### config.mk
export PLATFORM = sky130hd
export DESIGN_NAME = xb_ingress_top
export DESIGN_NICKNAME = d
export VERILOG_FILES = /design/src/logic/xb_pkg.sv /design/src/logic/xb_stream_if.sv /design/src/logic/xb_ingress_top.sv /design/src/logic/ingress_buff.sv /design/src/logic/route_table.sv /design/src/logic/pkt_gate.sv /design/src/logic/small_fifo.sv
export SDC_FILE = /design/constraint.sdc
export NUM_CORES = 2
export LEC_CHECK = 0
export BUFFER_PORTS_ARGS = -buffer_cell sky130_fd_sc_hd__buf_2
export CAP_MARGIN = 15
export CORE_AREA = 2 2 416 377
export CTS_CLUSTER_DIAMETER = 80
export DETAILED_ROUTE_END_ITERATION = 7
export DIE_AREA = 0 0 418 379
export HOLD_SLACK_MARGIN = 0.05
export MAX_ROUTING_LAYER = met4
export PLACE_DENSITY_LB_ADDON = 0.15
export SLEW_MARGIN = 20
export SYNTH_ARGS = -nofsm -noshare
export SYNTH_HDL_FRONTEND = slang
export SYNTH_SLANG_ARGS = --single-unit
### constraint.sdc
create_clock -name clk -period 8.1 [get_ports clk]
set_input_delay 0.405 -clock clk [delete_from_list [all_inputs] [get_ports clk]]
set_output_delay 0.405 -clock clk [all_outputs]
set_load 0.005 [all_outputs]
### src/logic/xb_pkg.sv
// ----------------------------------------
// Crossbar ingress package with the shared
// sizes, routing codes and record types
// ----------------------------------------
package xb_pkg;

  // ----------------------------------------
  // Sizing
  // ----------------------------------------

  // Width of one packet word
  localparam int DATA_W = 64;

  // The packet buffer holds 2**MTU_LOG2 words, which is also the longest packet
  localparam int MTU_LOG2 = 5;

  // Width of an output port number, for four ports
  localparam int DEST_W = 2;

  // Port number of this node, the target of return-to-source packets
  localparam int NODE_ID = 1;

  // Width of an endpoint ID, taken from the low bits of the header
  localparam int EPID_W = 16;

  // Number of entries in the endpoint routing table
  localparam int RT_ENTRIES = 16;

  // ----------------------------------------
  // Types
  // ----------------------------------------

  typedef logic [DATA_W-1:0] word_t;
  typedef logic [EPID_W-1:0] epid_t;
  typedef logic [DEST_W-1:0] port_t;

  // Routing code that travels with each packet
  // The unused fourth code is handled like ROUTE_TDEST
  typedef enum logic [1:0] {
    ROUTE_TDEST   = 2'd0,
    ROUTE_EPID    = 2'd1,
    RETURN_TO_SRC = 2'd2
  } route_e;

  // Destination of one packet; keep low tells the fabric to drop it
  typedef struct packed {
    port_t port;
    logic  keep;
  } dest_rec_t;

  // One packet word together with its end-of-packet marker
  typedef struct packed {
    word_t data;
    logic  last;
  } pkt_beat_t;

endpackage
### src/logic/xb_stream_if.sv
// ----------------------------------------
// Valid/ready stream with a typed payload
// ----------------------------------------
`timescale 1ns/1ps

interface xb_stream_if #(
  parameter type T = logic
);

  // Payload of the current beat
  // Packet streams carry their end-of-packet bit inside the payload record
  T     payload;

  // A beat moves in a cycle where valid and ready are both high
  logic valid;
  logic ready;

  // The producer side drives payload and valid
  modport src (
    output payload,
    output valid,
    input  ready
  );

  // The consumer side drives ready only
  modport snk (
    input  payload,
    input  valid,
    output ready
  );

endinterface

### src/logic/xb_ingress_top.sv
// ----------------------------------------
// Crossbar ingress port with its endpoint
// routing table
// ----------------------------------------
`timescale 1ns/1ps

module xb_ingress_top (
  input  logic           clk,
  input  logic           reset,
  // Packet input
  input  xb_pkg::word_t  i_tdata,
  input  xb_pkg::port_t  i_tdest,
  input  xb_pkg::route_e i_tid,
  input  logic           i_tlast,
  input  logic           i_tvalid,
  output logic           o_tready,
  // Packet output with destination and keep
  output xb_pkg::word_t  o_tdata,
  output xb_pkg::port_t  o_tdest,
  output logic           o_tkeep,
  output logic           o_tlast,
  output logic           o_tvalid,
  input  logic           i_tready,
  // Routing table configuration
  input  logic           i_cfg_valid,
  input  xb_pkg::epid_t  i_cfg_epid,
  input  xb_pkg::port_t  i_cfg_port
);

  import xb_pkg::*;

  // Lookup request and result streams between the buffer and the table
  xb_stream_if #(.T(epid_t))     find_if   ();
  xb_stream_if #(.T(dest_rec_t)) result_if ();

  ingress_buff u_ingress (
    .clk      (clk),
    .reset    (reset),
    .i_tdata  (i_tdata),
    .i_tdest  (i_tdest),
    .i_tid    (i_tid),
    .i_tlast  (i_tlast),
    .i_tvalid (i_tvalid),
    .o_tready (o_tready),
    .o_tdata  (o_tdata),
    .o_tdest  (o_tdest),
    .o_tkeep  (o_tkeep),
    .o_tlast  (o_tlast),
    .o_tvalid (o_tvalid),
    .i_tready (i_tready),
    .o_find   (find_if),
    .i_result (result_if)
  );

  route_table u_table (
    .clk         (clk),
    .reset       (reset),
    .i_cfg_valid (i_cfg_valid),
    .i_cfg_epid  (i_cfg_epid),
    .i_cfg_port  (i_cfg_port),
    .i_find      (find_if),
    .o_result    (result_if)
  );

endmodule

### src/logic/ingress_buff.sv
// ----------------------------------------
// Crossbar ingress buffer that gates each
// packet and works out its output port
// ----------------------------------------
`timescale 1ns/1ps

module ingress_buff (
  input  logic           clk,
  input  logic           reset,
  // Packet input
  input  xb_pkg::word_t  i_tdata,
  input  xb_pkg::port_t  i_tdest,
  input  xb_pkg::route_e i_tid,
  input  logic           i_tlast,
  input  logic           i_tvalid,
  output logic           o_tready,
  // Packet output toward the fabric
  output xb_pkg::word_t  o_tdata,
  output xb_pkg::port_t  o_tdest,
  output logic           o_tkeep,
  output logic           o_tlast,
  output logic           o_tvalid,
  input  logic           i_tready,
  // Lookup requests and results to and from the routing table
  xb_stream_if.src       o_find,
  xb_stream_if.snk       i_result
);

  import xb_pkg::*;

  xb_stream_if #(.T(pkt_beat_t)) gate_in  ();
  xb_stream_if #(.T(pkt_beat_t)) gate_out ();
  xb_stream_if #(.T(epid_t))     find_in  ();
  xb_stream_if #(.T(dest_rec_t)) dest_in  ();
  xb_stream_if #(.T(dest_rec_t)) dest_out ();

  // High while the next input word is the header of a new packet
  logic      hdr;
  // High from an endpoint lookup request until its answer is queued
  logic      pending;
  logic      path_ready;
  logic      hdr_stb;
  logic      is_epid;
  dest_rec_t direct_rec;

  // ----------------------------------------
  // Packet gate and FIFOs
  // ----------------------------------------

  pkt_gate u_gate (.clk(clk), .reset(reset), .i_in(gate_in), .o_out(gate_out));

  small_fifo #(.T(epid_t), .DEPTH(2)) u_find_fifo (
    .clk(clk), .reset(reset), .i_in(find_in), .o_out(o_find)
  );

  small_fifo #(.T(dest_rec_t), .DEPTH(2)) u_dest_fifo (
    .clk(clk), .reset(reset), .i_in(dest_in), .o_out(dest_out)
  );

  // ----------------------------------------
  // Input side
  // ----------------------------------------

  assign is_epid = (i_tid == ROUTE_EPID);

  // A header needs room on its destination path, and it also waits out an
  // open lookup so that destination records stay in packet order
  always_comb begin
    if (!hdr) begin
      path_ready = 1'b1;
    end else if (pending) begin
      path_ready = 1'b0;
    end else begin
      path_ready = is_epid ? find_in.ready : dest_in.ready;
    end
  end

  assign o_tready = gate_in.ready && path_ready;
  assign hdr_stb  = i_tvalid && o_tready && hdr;

  always_ff @(posedge clk) begin
    if (reset) begin
      hdr     <= 1'b1;
      pending <= 1'b0;
    end else begin
      if (i_tvalid && o_tready) begin
        hdr <= i_tlast;
      end
      // Set and clear never meet, since no header passes while pending
      if (hdr_stb && is_epid) begin
        pending <= 1'b1;
      end else if (i_result.valid && i_result.ready) begin
        pending <= 1'b0;
      end
    end
  end

  assign gate_in.valid   = i_tvalid && o_tready;
  assign gate_in.payload = '{data: i_tdata, last: i_tlast};

  assign find_in.valid   = hdr_stb && is_epid;
  assign find_in.payload = i_tdata[EPID_W-1:0];

  // Direct destinations always keep the packet
  assign direct_rec.port = (i_tid == RETURN_TO_SRC) ? port_t'(NODE_ID) : i_tdest;
  assign direct_rec.keep = 1'b1;

  // The record queue is fed by the lookup result while one is open,
  // otherwise by the header of a directly routed packet
  assign i_result.ready  = pending && dest_in.ready;
  assign dest_in.valid   = pending ? i_result.valid : (hdr_stb && !is_epid);
  assign dest_in.payload = pending ? i_result.payload : direct_rec;

  // ----------------------------------------
  // Output side
  // ----------------------------------------

  // A word goes out only with a destination beside it; the record is held
  // until the last word leaves, so tdest and tkeep cover the whole packet
  assign o_tvalid       = gate_out.valid && dest_out.valid;
  assign o_tdata        = gate_out.payload.data;
  assign o_tlast        = gate_out.payload.last;
  assign o_tdest        = dest_out.payload.port;
  assign o_tkeep        = dest_out.payload.keep;
  assign gate_out.ready = o_tvalid && i_tready;
  assign dest_out.ready = o_tvalid && i_tready && o_tlast;

endmodule

### src/logic/route_table.sv
// ----------------------------------------
// Endpoint-ID to output port routing table
// with a configuration write port
// ----------------------------------------
`timescale 1ns/1ps

module route_table (
  input  logic          clk,
  input  logic          reset,
  // Configuration writes carry no back-pressure
  input  logic          i_cfg_valid,
  input  xb_pkg::epid_t i_cfg_epid,
  input  xb_pkg::port_t i_cfg_port,
  // Lookup request and response streams
  xb_stream_if.snk      i_find,
  xb_stream_if.src      o_result
);

  import xb_pkg::*;

  // ----------------------------------------
  // Table storage
  // ----------------------------------------

  logic [RT_ENTRIES-1:0]         ent_valid;
  epid_t                         ent_epid [RT_ENTRIES];
  port_t                         ent_port [RT_ENTRIES];

  // Configuration search results
  logic                          cfg_hit;
  logic                          cfg_free;
  logic [$clog2(RT_ENTRIES)-1:0] cfg_hit_idx;
  logic [$clog2(RT_ENTRIES)-1:0] cfg_free_idx;
  logic [$clog2(RT_ENTRIES)-1:0] wr_idx;
  logic                          wr_en;

  // Lookup match and registered answer
  logic                          find_hit;
  port_t                         find_port;
  logic                          res_valid;
  dest_rec_t                     res_rec;

  // Scan from the top down so that the lowest free entry is the one kept
  // An ID is stored at most once, so at most one entry can match it
  always_comb begin
    cfg_hit      = 1'b0;
    cfg_free     = 1'b0;
    cfg_hit_idx  = '0;
    cfg_free_idx = '0;
    for (int i = RT_ENTRIES-1; i >= 0; i--) begin
      if (ent_valid[i] && (ent_epid[i] == i_cfg_epid)) begin
        cfg_hit     = 1'b1;
        cfg_hit_idx = $bits(cfg_hit_idx)'(i);
      end
      if (!ent_valid[i]) begin
        cfg_free     = 1'b1;
        cfg_free_idx = $bits(cfg_free_idx)'(i);
      end
    end
  end

  // A known ID is overwritten in place, a new one takes a free slot,
  // and a new ID arriving at a full table is dropped
  assign wr_en  = i_cfg_valid && (cfg_hit || cfg_free);
  assign wr_idx = cfg_hit ? cfg_hit_idx : cfg_free_idx;

  always_ff @(posedge clk) begin
    if (reset) begin
      ent_valid <= '0;
    end else if (wr_en) begin
      ent_valid[wr_idx] <= 1'b1;
    end
  end

  always_ff @(posedge clk) begin
    if (wr_en) begin
      ent_epid[wr_idx] <= i_cfg_epid;
      ent_port[wr_idx] <= i_cfg_port;
    end
  end

  // ----------------------------------------
  // Lookup
  // ----------------------------------------

  // All entries are compared in parallel; a miss reports port zero
  always_comb begin
    find_hit  = 1'b0;
    find_port = '0;
    for (int i = 0; i < RT_ENTRIES; i++) begin
      if (ent_valid[i] && (ent_epid[i] == i_find.payload)) begin
        find_hit  = 1'b1;
        find_port = ent_port[i];
      end
    end
  end

  // One answer is held at a time and a new request waits for it to leave
  assign i_find.ready = !res_valid;

  always_ff @(posedge clk) begin
    if (reset) begin
      res_valid <= 1'b0;
    end else if (i_find.valid && i_find.ready) begin
      res_valid <= 1'b1;
    end else if (o_result.ready) begin
      res_valid <= 1'b0;
    end
  end

  always_ff @(posedge clk) begin
    if (i_find.valid && i_find.ready) begin
      res_rec.port <= find_port;
      res_rec.keep <= find_hit;
    end
  end

  assign o_result.valid   = res_valid;
  assign o_result.payload = res_rec;

endmodule

### src/logic/pkt_gate.sv
// ----------------------------------------
// Store-and-forward packet buffer that lets
// a packet out only once it is complete
// ----------------------------------------
`timescale 1ns/1ps

module pkt_gate (
  input  logic       clk,
  input  logic       reset,
  xb_stream_if.snk   i_in,
  xb_stream_if.src   o_out
);

  import xb_pkg::*;

  // ----------------------------------------
  // Storage
  // ----------------------------------------

  // Word memory with one extra pointer bit to tell full from empty
  pkt_beat_t           mem [2**MTU_LOG2];
  logic [MTU_LOG2:0]   wr_ptr;
  logic [MTU_LOG2:0]   rd_ptr;

  // Number of complete packets held in the memory
  // A buffer full of one-word packets needs the full MTU_LOG2+1 bits
  logic [MTU_LOG2:0]   pkt_cnt;

  logic                full;
  logic                wr_en;
  logic                rd_en;
  logic                wr_last;
  logic                rd_last;

  // Full when the pointers match in their low bits but differ in the wrap bit
  assign full = (wr_ptr[MTU_LOG2] != rd_ptr[MTU_LOG2]) &&
                (wr_ptr[MTU_LOG2-1:0] == rd_ptr[MTU_LOG2-1:0]);

  // ----------------------------------------
  // Write side
  // ----------------------------------------

  assign i_in.ready = !full;
  assign wr_en      = i_in.valid && !full;
  assign wr_last    = wr_en && i_in.payload.last;

  always_ff @(posedge clk) begin
    if (wr_en) begin
      mem[wr_ptr[MTU_LOG2-1:0]] <= i_in.payload;
    end
  end

  // ----------------------------------------
  // Read side
  // ----------------------------------------

  // Words are only offered while at least one whole packet is stored
  // This keeps a slowly built packet from holding an output of the fabric
  // Once offered, a packet drains one word per cycle without gaps, since
  // all of its words are already in the memory
  assign o_out.valid   = (pkt_cnt != '0);
  assign o_out.payload = mem[rd_ptr[MTU_LOG2-1:0]];
  assign rd_en         = o_out.valid && o_out.ready;
  assign rd_last       = rd_en && o_out.payload.last;

  // ----------------------------------------
  // Pointers and packet count
  // ----------------------------------------

  always_ff @(posedge clk) begin
    if (reset) begin
      wr_ptr  <= '0;
      rd_ptr  <= '0;
      pkt_cnt <= '0;
    end else begin
      if (wr_en) begin
        wr_ptr <= wr_ptr + 1'b1;
      end
      if (rd_en) begin
        rd_ptr <= rd_ptr + 1'b1;
      end
      // The count rises the cycle after a last word is written, so the first
      // word of a packet leaves no earlier than one cycle after its last word
      case ({wr_last, rd_last})
        2'b10:   pkt_cnt <= pkt_cnt + 1'b1;
        2'b01:   pkt_cnt <= pkt_cnt - 1'b1;
        default: pkt_cnt <= pkt_cnt;
      endcase
    end
  end

endmodule

### src/logic/small_fifo.sv
// ----------------------------------------
// Small first-word-fall-through FIFO for
// any payload type
// ----------------------------------------
`timescale 1ns/1ps

module small_fifo #(
  parameter type T     = logic,
  parameter int  DEPTH = 2
) (
  input  logic       clk,
  input  logic       reset,
  xb_stream_if.snk   i_in,
  xb_stream_if.src   o_out
);

  // Storage and circular pointers
  T                           mem [DEPTH];
  logic [$clog2(DEPTH)-1:0]   wr_ptr;
  logic [$clog2(DEPTH)-1:0]   rd_ptr;
  logic [$clog2(DEPTH+1)-1:0] count;
  logic                       push;
  logic                       pop;

  // Ready depends only on the fill level, so a producer whose valid
  // follows ready cannot lock up against this FIFO
  assign i_in.ready = (count != $bits(count)'(DEPTH));
  assign push       = i_in.valid && i_in.ready;

  // The head entry is visible as soon as it is written
  assign o_out.valid   = (count != '0);
  assign o_out.payload = mem[rd_ptr];
  assign pop           = o_out.valid && o_out.ready;

  always_ff @(posedge clk) begin
    if (push) begin
      mem[wr_ptr] <= i_in.payload;
    end
  end

  always_ff @(posedge clk) begin
    if (reset) begin
      wr_ptr <= '0;
      rd_ptr <= '0;
      count  <= '0;
    end else begin
      if (push) begin
        // Wrap at DEPTH so that non-power-of-two depths also work
        wr_ptr <= (wr_ptr == $bits(wr_ptr)'(DEPTH-1)) ? '0 : wr_ptr + 1'b1;
      end
      if (pop) begin
        rd_ptr <= (rd_ptr == $bits(rd_ptr)'(DEPTH-1)) ? '0 : rd_ptr + 1'b1;
      end
      // Simultaneous push and pop leave the level unchanged
      if (push && !pop) begin
        count <= count + 1'b1;
      end else if (pop && !push) begin
        count <= count - 1'b1;
      end
    end
  end

endmodule

Word-level counts from Yosys, hierarchy flattened
Memories as Yosys holds them, arrays and structs flattened. A register that Yosys moved wholly into a read port is not among the register bits.
Cells that the tools add are included.
- add/sub/neg operators: 12
- $lt $le $gt $ge: 2
- eq/ne operators: 40
- muxes and demuxes: 117
- bitwise gates (word level): 1
- reductions and logical operators: 74
- operators by type and width (operator ; number):
    $eq A16 B16 Y1 ; 32
    $mux W4 ; 33
    $mux W1 ; 58
    $logic_and A1 B1 Y1 ; 57
    $mux W2 ; 21
    $add A6 B1 Y6 const B ; 3
    $or A16 B16 Y16 ; 1
    $reduce_or A15 Y1 ; 1
    $reduce_bool A2 Y1 ; 7
    $pmux W6 S2 ; 1
    $mux W5 ; 2
    $logic_not A1 Y1 ; 7
    $reduce_bool A6 Y1 ; 1
    $sub A6 B1 Y6 const B ; 1
    $eq A5 B5 Y1 ; 1
    $lt A4 B5 Y1 const B ; 1
    $add A1 B1 Y1 const B ; 4
    $add A2 B1 Y2 const B ; 2
    $demux W1 S4 ; 1
    $eq A2 B1 Y1 const B ; 2
    $eq A2 B2 Y1 const B ; 2
    $ge A4 B1 Y1 const B ; 1
    $ne A2 B2 Y1 const B ; 2
    $sub A2 B1 Y2 const B ; 2
    3 further kinds ; 3
- bits in registers: 48
- bits in writable memories: 2406
- logic and storage cells: 266
- memories kept: 5
- memories (memory ; words ; bits a word ; read ports ; clocked after memory_dff ; write ports ; RTL line ; RTL):
    u_ingress.u_gate.mem ; 32 ; 65 ; 1 ; 1 ; 1 ; pkt_gate.sv:21 ; pkt_beat_t mem [2**MTU_LOG2];
    u_table.ent_epid ; 16 ; 16 ; 16 ; 0 ; 1 ; route_table.sv:26 ; epid_t ent_epid [RT_ENTRIES];
    u_ingress.u_find_fifo.mem ; 2 ; 16 ; 1 ; 1 ; 1 ; small_fifo.sv:18 ; T mem [DEPTH];
    u_table.ent_port ; 16 ; 2 ; 16 ; 0 ; 1 ; route_table.sv:27 ; port_t ent_port [RT_ENTRIES];
    u_ingress.u_dest_fifo.mem ; 2 ; 3 ; 1 ; 1 ; 1 ; small_fifo.sv:18 ;

Depth between registers and ports, before layout
An unclocked memory read counts as a cell.
- word-level depth: 25
- gate-level depth with buffers: 17

Cells and area by module
A second synthesis with hierarchy kept.
- cell total of the unflattened synthesis: 4804
- area total of the unflattened synthesis: 99412.8 µm²
- modules (own cells, without submodules) (module ; instances ; cells an instance ; area each (µm²)):
    pkt_gate ; 1 ; 3216 ; 80090.6
    route_table ; 1 ; 1449 ; 17264.1
    small_fifo (u_ingress.u_find_fifo) ; 1 ; 74 ; 1376.3
    small_fifo (u_ingress.u_dest_fifo) ; 1 ; 33 ; 444.2
    ingress_buff ; 1 ; 32 ; 237.7

Worst setup path before layout
OpenSTA, ideal clock, no wires.
- path type: register to register
- start point: register u_ingress.u_gate.wr_ptr[3]
- end point: memory u_ingress.u_gate.mem[20][0] in the netlist's numbering, enable pin
- arrival time: 4.463 ns
- data required time: 7.611 ns
- path slack: 3.149 ns
- cell stages (with the launch flop): 9
- path buffers: 2
- period minus slack after synthesis: 4.951 ns
- path through: dfxtp_1 clkbuf_1 xor2_1 nor4_1 a32oi_1 and2_1 clkbuf_1 nand2_1 nor2_1
- longest elaborated chain between the ends: 8
- ends and longest elaborated chain (what ; RTL line ; RTL):
    start, declared ; pkt_gate.sv:22 ; logic [MTU_LOG2:0] wr_ptr;
    start signal, assigned ; pkt_gate.sv:77 ; wr_ptr <= wr_ptr + 1'b1;
    $eq A5 B5 Y1 ; pkt_gate.sv:37 ; (wr_ptr[MTU_LOG2-1:0] == rd_ptr[MTU_LOG2-1:0]);
    $logic_and A1 B1 Y1 ; pkt_gate.sv:36 ; assign full = (wr_ptr[MTU_LOG2] != rd_ptr[MTU_LOG2]) &&
    $logic_not A1 Y1 ; pkt_gate.sv:43 ; assign i_in.ready = !full;
    $logic_and A1 B1 Y1 ; ingress_buff.sv:78 ; assign o_tready = gate_in.ready && path_ready;
    named net o_tready ; xb_ingress_top.sv:16 ; output logic o_tready,
    $logic_and A1 B1 Y1 ; ingress_buff.sv:98 ; assign gate_in.valid = i_tvalid && o_tready;
    $logic_and A1 B1 Y1 ; pkt_gate.sv:44 ; assign wr_en = i_in.valid && !full;
    $mux W1 ; pkt_gate.sv:48 ; if (wr_en) begin
    $mux W1 (not written as such) ; pkt_gate.sv:49 ; mem[wr_ptr[MTU_LOG2-1:0]] <= i_in.payload;
    end, declared ; pkt_gate.sv:21 ;
The timed path passes the listed nets, and every way through them passes these cells.

==> results.py <==
metrics = {
    "outcome": {
        "outcome": "finished, final reports clean",
    },
    "global_routing": {
        "first_global_vias": 50900,
        "overflow": 0,
        "grt_max_degree": 159,
        "track_usage_pct": 33.4,
        "antenna_found_initial": 6,
        "grt_pass1_wl_um": 363000,
    },
    "drt": {
        "via_count": 51000,
        "drt-initial-drc-count": 7426,
        "ant_nets": 0,
        "drc": 0,
        "avgViaCountPerCell": 6.96,
        "wl_per_cell_um": 34.5,
        "drt_pass1_iterations": 6,
        "wirelength_um": 253000,
    },
    "worst_setup_path": {
        "reg2reg_to": "u_ingress.u_gate.pkt_cnt[5]$_SDFFE_PP0P_",
        "start_kind": "flop",
        "critical_path_required_ps": 7700,
        "r2r_slack_ps": 3240,
        "crit_type": "flop to primary output",
        "r2r_cells": 14,
        "path_max_fanout": 94,
        "critical_path_arrival_ps": 5160,
        "end_kind": "primary output",
    },
    "sta": {
        "fin_crit_sh_pct": 68.7,
        "tns_ps": 0,
        "fin_ws_ps": 2530,
        "period_minus_slack_ps": 5570,
        "setup_viol": 0,
        "rsz0062_at_grt": "false",
        "timing_max_transition_violations_final": 0,
        "tightestPinTransition_ps": 1180,
        "final_hold_viol_count": 0,
        "clock.fmax_ghz": 0.180,
        "maxSlewHeadroom_pct": 21.4,
        "skew_ps": 29.1,
    },
    "cts": {
        "clockBufferDepth": 3,
        "insertion_delay_ps": 850,
        "root_buffer": "clkbuf_16",
        "clkSinkCount": 2461,
        "cts_buffers": 227,
        "postCtsSetupRepairBufs": 0,
        "clk_pin_slew_ps": 60,
        "cts_htree_levels": 4,
        "cts_tree": "yes",
    },
    "pwr": {
        "p_leak_uw": 0.0334,
        "vdd_drop_max_uv": 250,
        "power_density_mw_per_mm2": 244,
    },
    "synth": {
        "yosysTopAreaCell": "edfxtp_1",
        "synth_area_mm2": 0.0996,
        "ys_types": 81,
        "synth_edf_count": 2409,
        "synth_nets": 4860,
        "seq_area_frac_synth_pct": 73.7,
        "ys.flop_type": "edfxtp_1",
        "synthCells": 4755,
        "synth_seq_cells": 2461,
        "synth.most_common_cell": "edfxtp_1",
        "yosysWarnings": 0,
        "syn_area_per_cell_um2": 20.9,
        "yosysTopAreaCellShare_pct": 72.6,
        "ys_async_sr_fraction_pct": 0,
        "synth_area_leaders": "edfxtp_1, mux4_2, xnor2_1, dfxtp_1, xor2_1",
        "ys_top_cells_by_count": "edfxtp_1, mux4_2, xnor2_1, clkbuf_1, nor4_1",
    },
    "cells_and_area": {
        "final_nets": 5222,
        "area_growth_syn_to_layout_pct": 11.8,
        "drive_gt1_share_pct": 26.7,
        "fin_cells": 7330,
        "final_util_pct": 72.3,
    },
    "floorplanning": {
        "die_h_um": 379,
        "fp.coreArea_mm2": 0.154,
        "ios": 162,
        "initial_core_util_pct": 64.6,
        "dieArea_mm2": 0.158,
        "die_w_um": 418,
        "rows": 137,
    },
    "placed_design": {
        "place.gp.congestion": 0.959,
        "dp_cells": 6839,
        "place_hpwl_um": 128000,
        "place_ws_ps": 3220,
        "port_buffers": 161,
    },
    "min_path": {
        "min_path_type": "primary input to flop",
        "min_to": "u_ingress.u_gate.mem[18][14]$_DFFE_PP_",
        "min-delay-start": "i_tdata[13]",
        "min_path_cells": 1,
    },
    "flow_run": {
        "cap_viol_max_count": 0,
    },
}
## layer usage
layer / share of wire [%] / global-route usage, % / routed length, µm / vias up
met5: 0 / - / 0 / -
met4: 3.1 / 9.65 / 7730 / 0
met3: 9.6 / 5.16 / 24200 / 501
met2: 49 / 52.3 / 125000 / 3221
met1: 38 / 46.8 / 96400 / 26800
li1: - / - / - / 20400
## sequential cells by signal, indices dropped and copies added, names as in the netlist, 3 cells and up, named ones only
| register | count |
|---|---|
| u_ingress.u_gate.rd_ptr | 6 |
| u_ingress.u_gate.wr_ptr | 6 |
| u_table.o_result.payload | 3 |
| u_table.ent_valid | 16 |
| u_ingress.u_gate.mem | 2080 |
| u_table.ent_port | 32 |
| u_ingress.u_dest_fifo.mem | 6 |
| u_table.ent_epid | 256 |
| u_ingress.u_find_fifo.mem | 32 |
| u_ingress.u_gate.pkt_cnt | 6 |
## kinds of logic after synthesis
family                     count (synthesis)  synth area share (%)
buffers and inverters                    262                  1.21
DFF                                     2461                  73.7
adders and majority gates                 13                 0.171
xor gates and xnor gates                 540                  4.77
muxes                                    736                  15.8
AOI/OAI and AO/OA                        110                 0.810
and+or+nand+nor                          633                  3.58
## stage by stage
| stage | hold slack [ps] | cell area, µm² | total power [µW] |
|---|---|---|---|
| final | 87.4 | 111000 | 27200 |
| after global routing | 81.8 | 111000 | 27900 |
| after CTS | 50.7 | 111000 | 27300 |
| after detailed placement | 487 | 103000 | 16800 |
| after global placement | 474 | 103000 | 16800 |
| after floorplan | 453 | 99600 | 16000 |
## how the worst max path moves through the flow
stage	slack, ps	end	startpoint
6_report	2530	o_tdata[36]	flop
4_1_cts	2310	o_tdata[36]	flop
2_1_floorplan	3150	u_ingress.u_gate.mem[20][0]$_DFFE_PP_	u_ingress.u_gate.wr_ptr[3]$_SDFFE_PP0P_
3_3_place_gp	3190	u_ingress.u_gate.pkt_cnt[5]$_SDFFE_PP0P_	flop
5_1_grt	2070	o_tdata[36]	flop
3_5_place_dp	3220	u_ingress.u_gate.pkt_cnt[5]$_SDFFE_PP0P_	flop
## layout make-up
class                           instances  area (µm²)
Fill cell                            8807       42700
Tap cell                             2015        2520
Clock buffer                          284        5990
Antenna cell                            9        22.5
Sequential cell                      2461       73400
Multi-Input combinational cell       2032       25400
Clock inverter                        134        1320
Inverter                               40         150
Timing Repair Buffer                  355        2600
## cells in the final DEF (no fill, tap or decap), types with 16 or more instances in the layout
| cell | n |
|---|---|
| edfxtp_1 | 2409 |
| mux4_2 | 650 |
| xnor2_1 | 427 |
| clkbuf_16 | 231 |
| buf_2 | 161 |
| buf_4 | 116 |
| nor4_1 | 114 |
| xor2_1 | 110 |
| nand4_1 | 83 |
| nand2_1 | 74 |
| nor2_1 | 72 |
| mux2_2 | 68 |
| dlygate4sd3_1 | 64 |
| nor3_1 | 54 |
| clkinv_1 | 53 |
| clkbuf_1 | 52 |
| nand3_1 | 51 |
| dfxtp_1 | 46 |
| inv_1 | 40 |
| clkinv_2 | 39 |
| nor2_4 | 32 |
| a21oi_1 | 25 |
| bufinv_16 | 24 |
| o32ai_1 | 17 |
| mux2i_4 | 16 |
| o21ai_0 | 16 |
## timing repair
action                     CTS  global route
hold buffers                64             0
hold endpoints to repair  1648             0
gates resized for setup      0             0
## critical path, cell delays in order (launching register included)
cell     delay, ps
dfxtp_4        720
buf_12         580
buf_12         570
buf_4          660
mux4_2         600
mux4_2         520
mux2_2         310
buf_2          130
## power by group
part / leakage [µW] / switching (µW) / internal (µW)
Clock: 0.00357 / 4600 / 5990
Combinational: 0.00774 / 1450 / 945
Sequential: 0.0221 / 76.0 / 14100
Total: 0.0334 / 6130 / 21100
No activity file was read; power rests on OpenSTA's default activity.
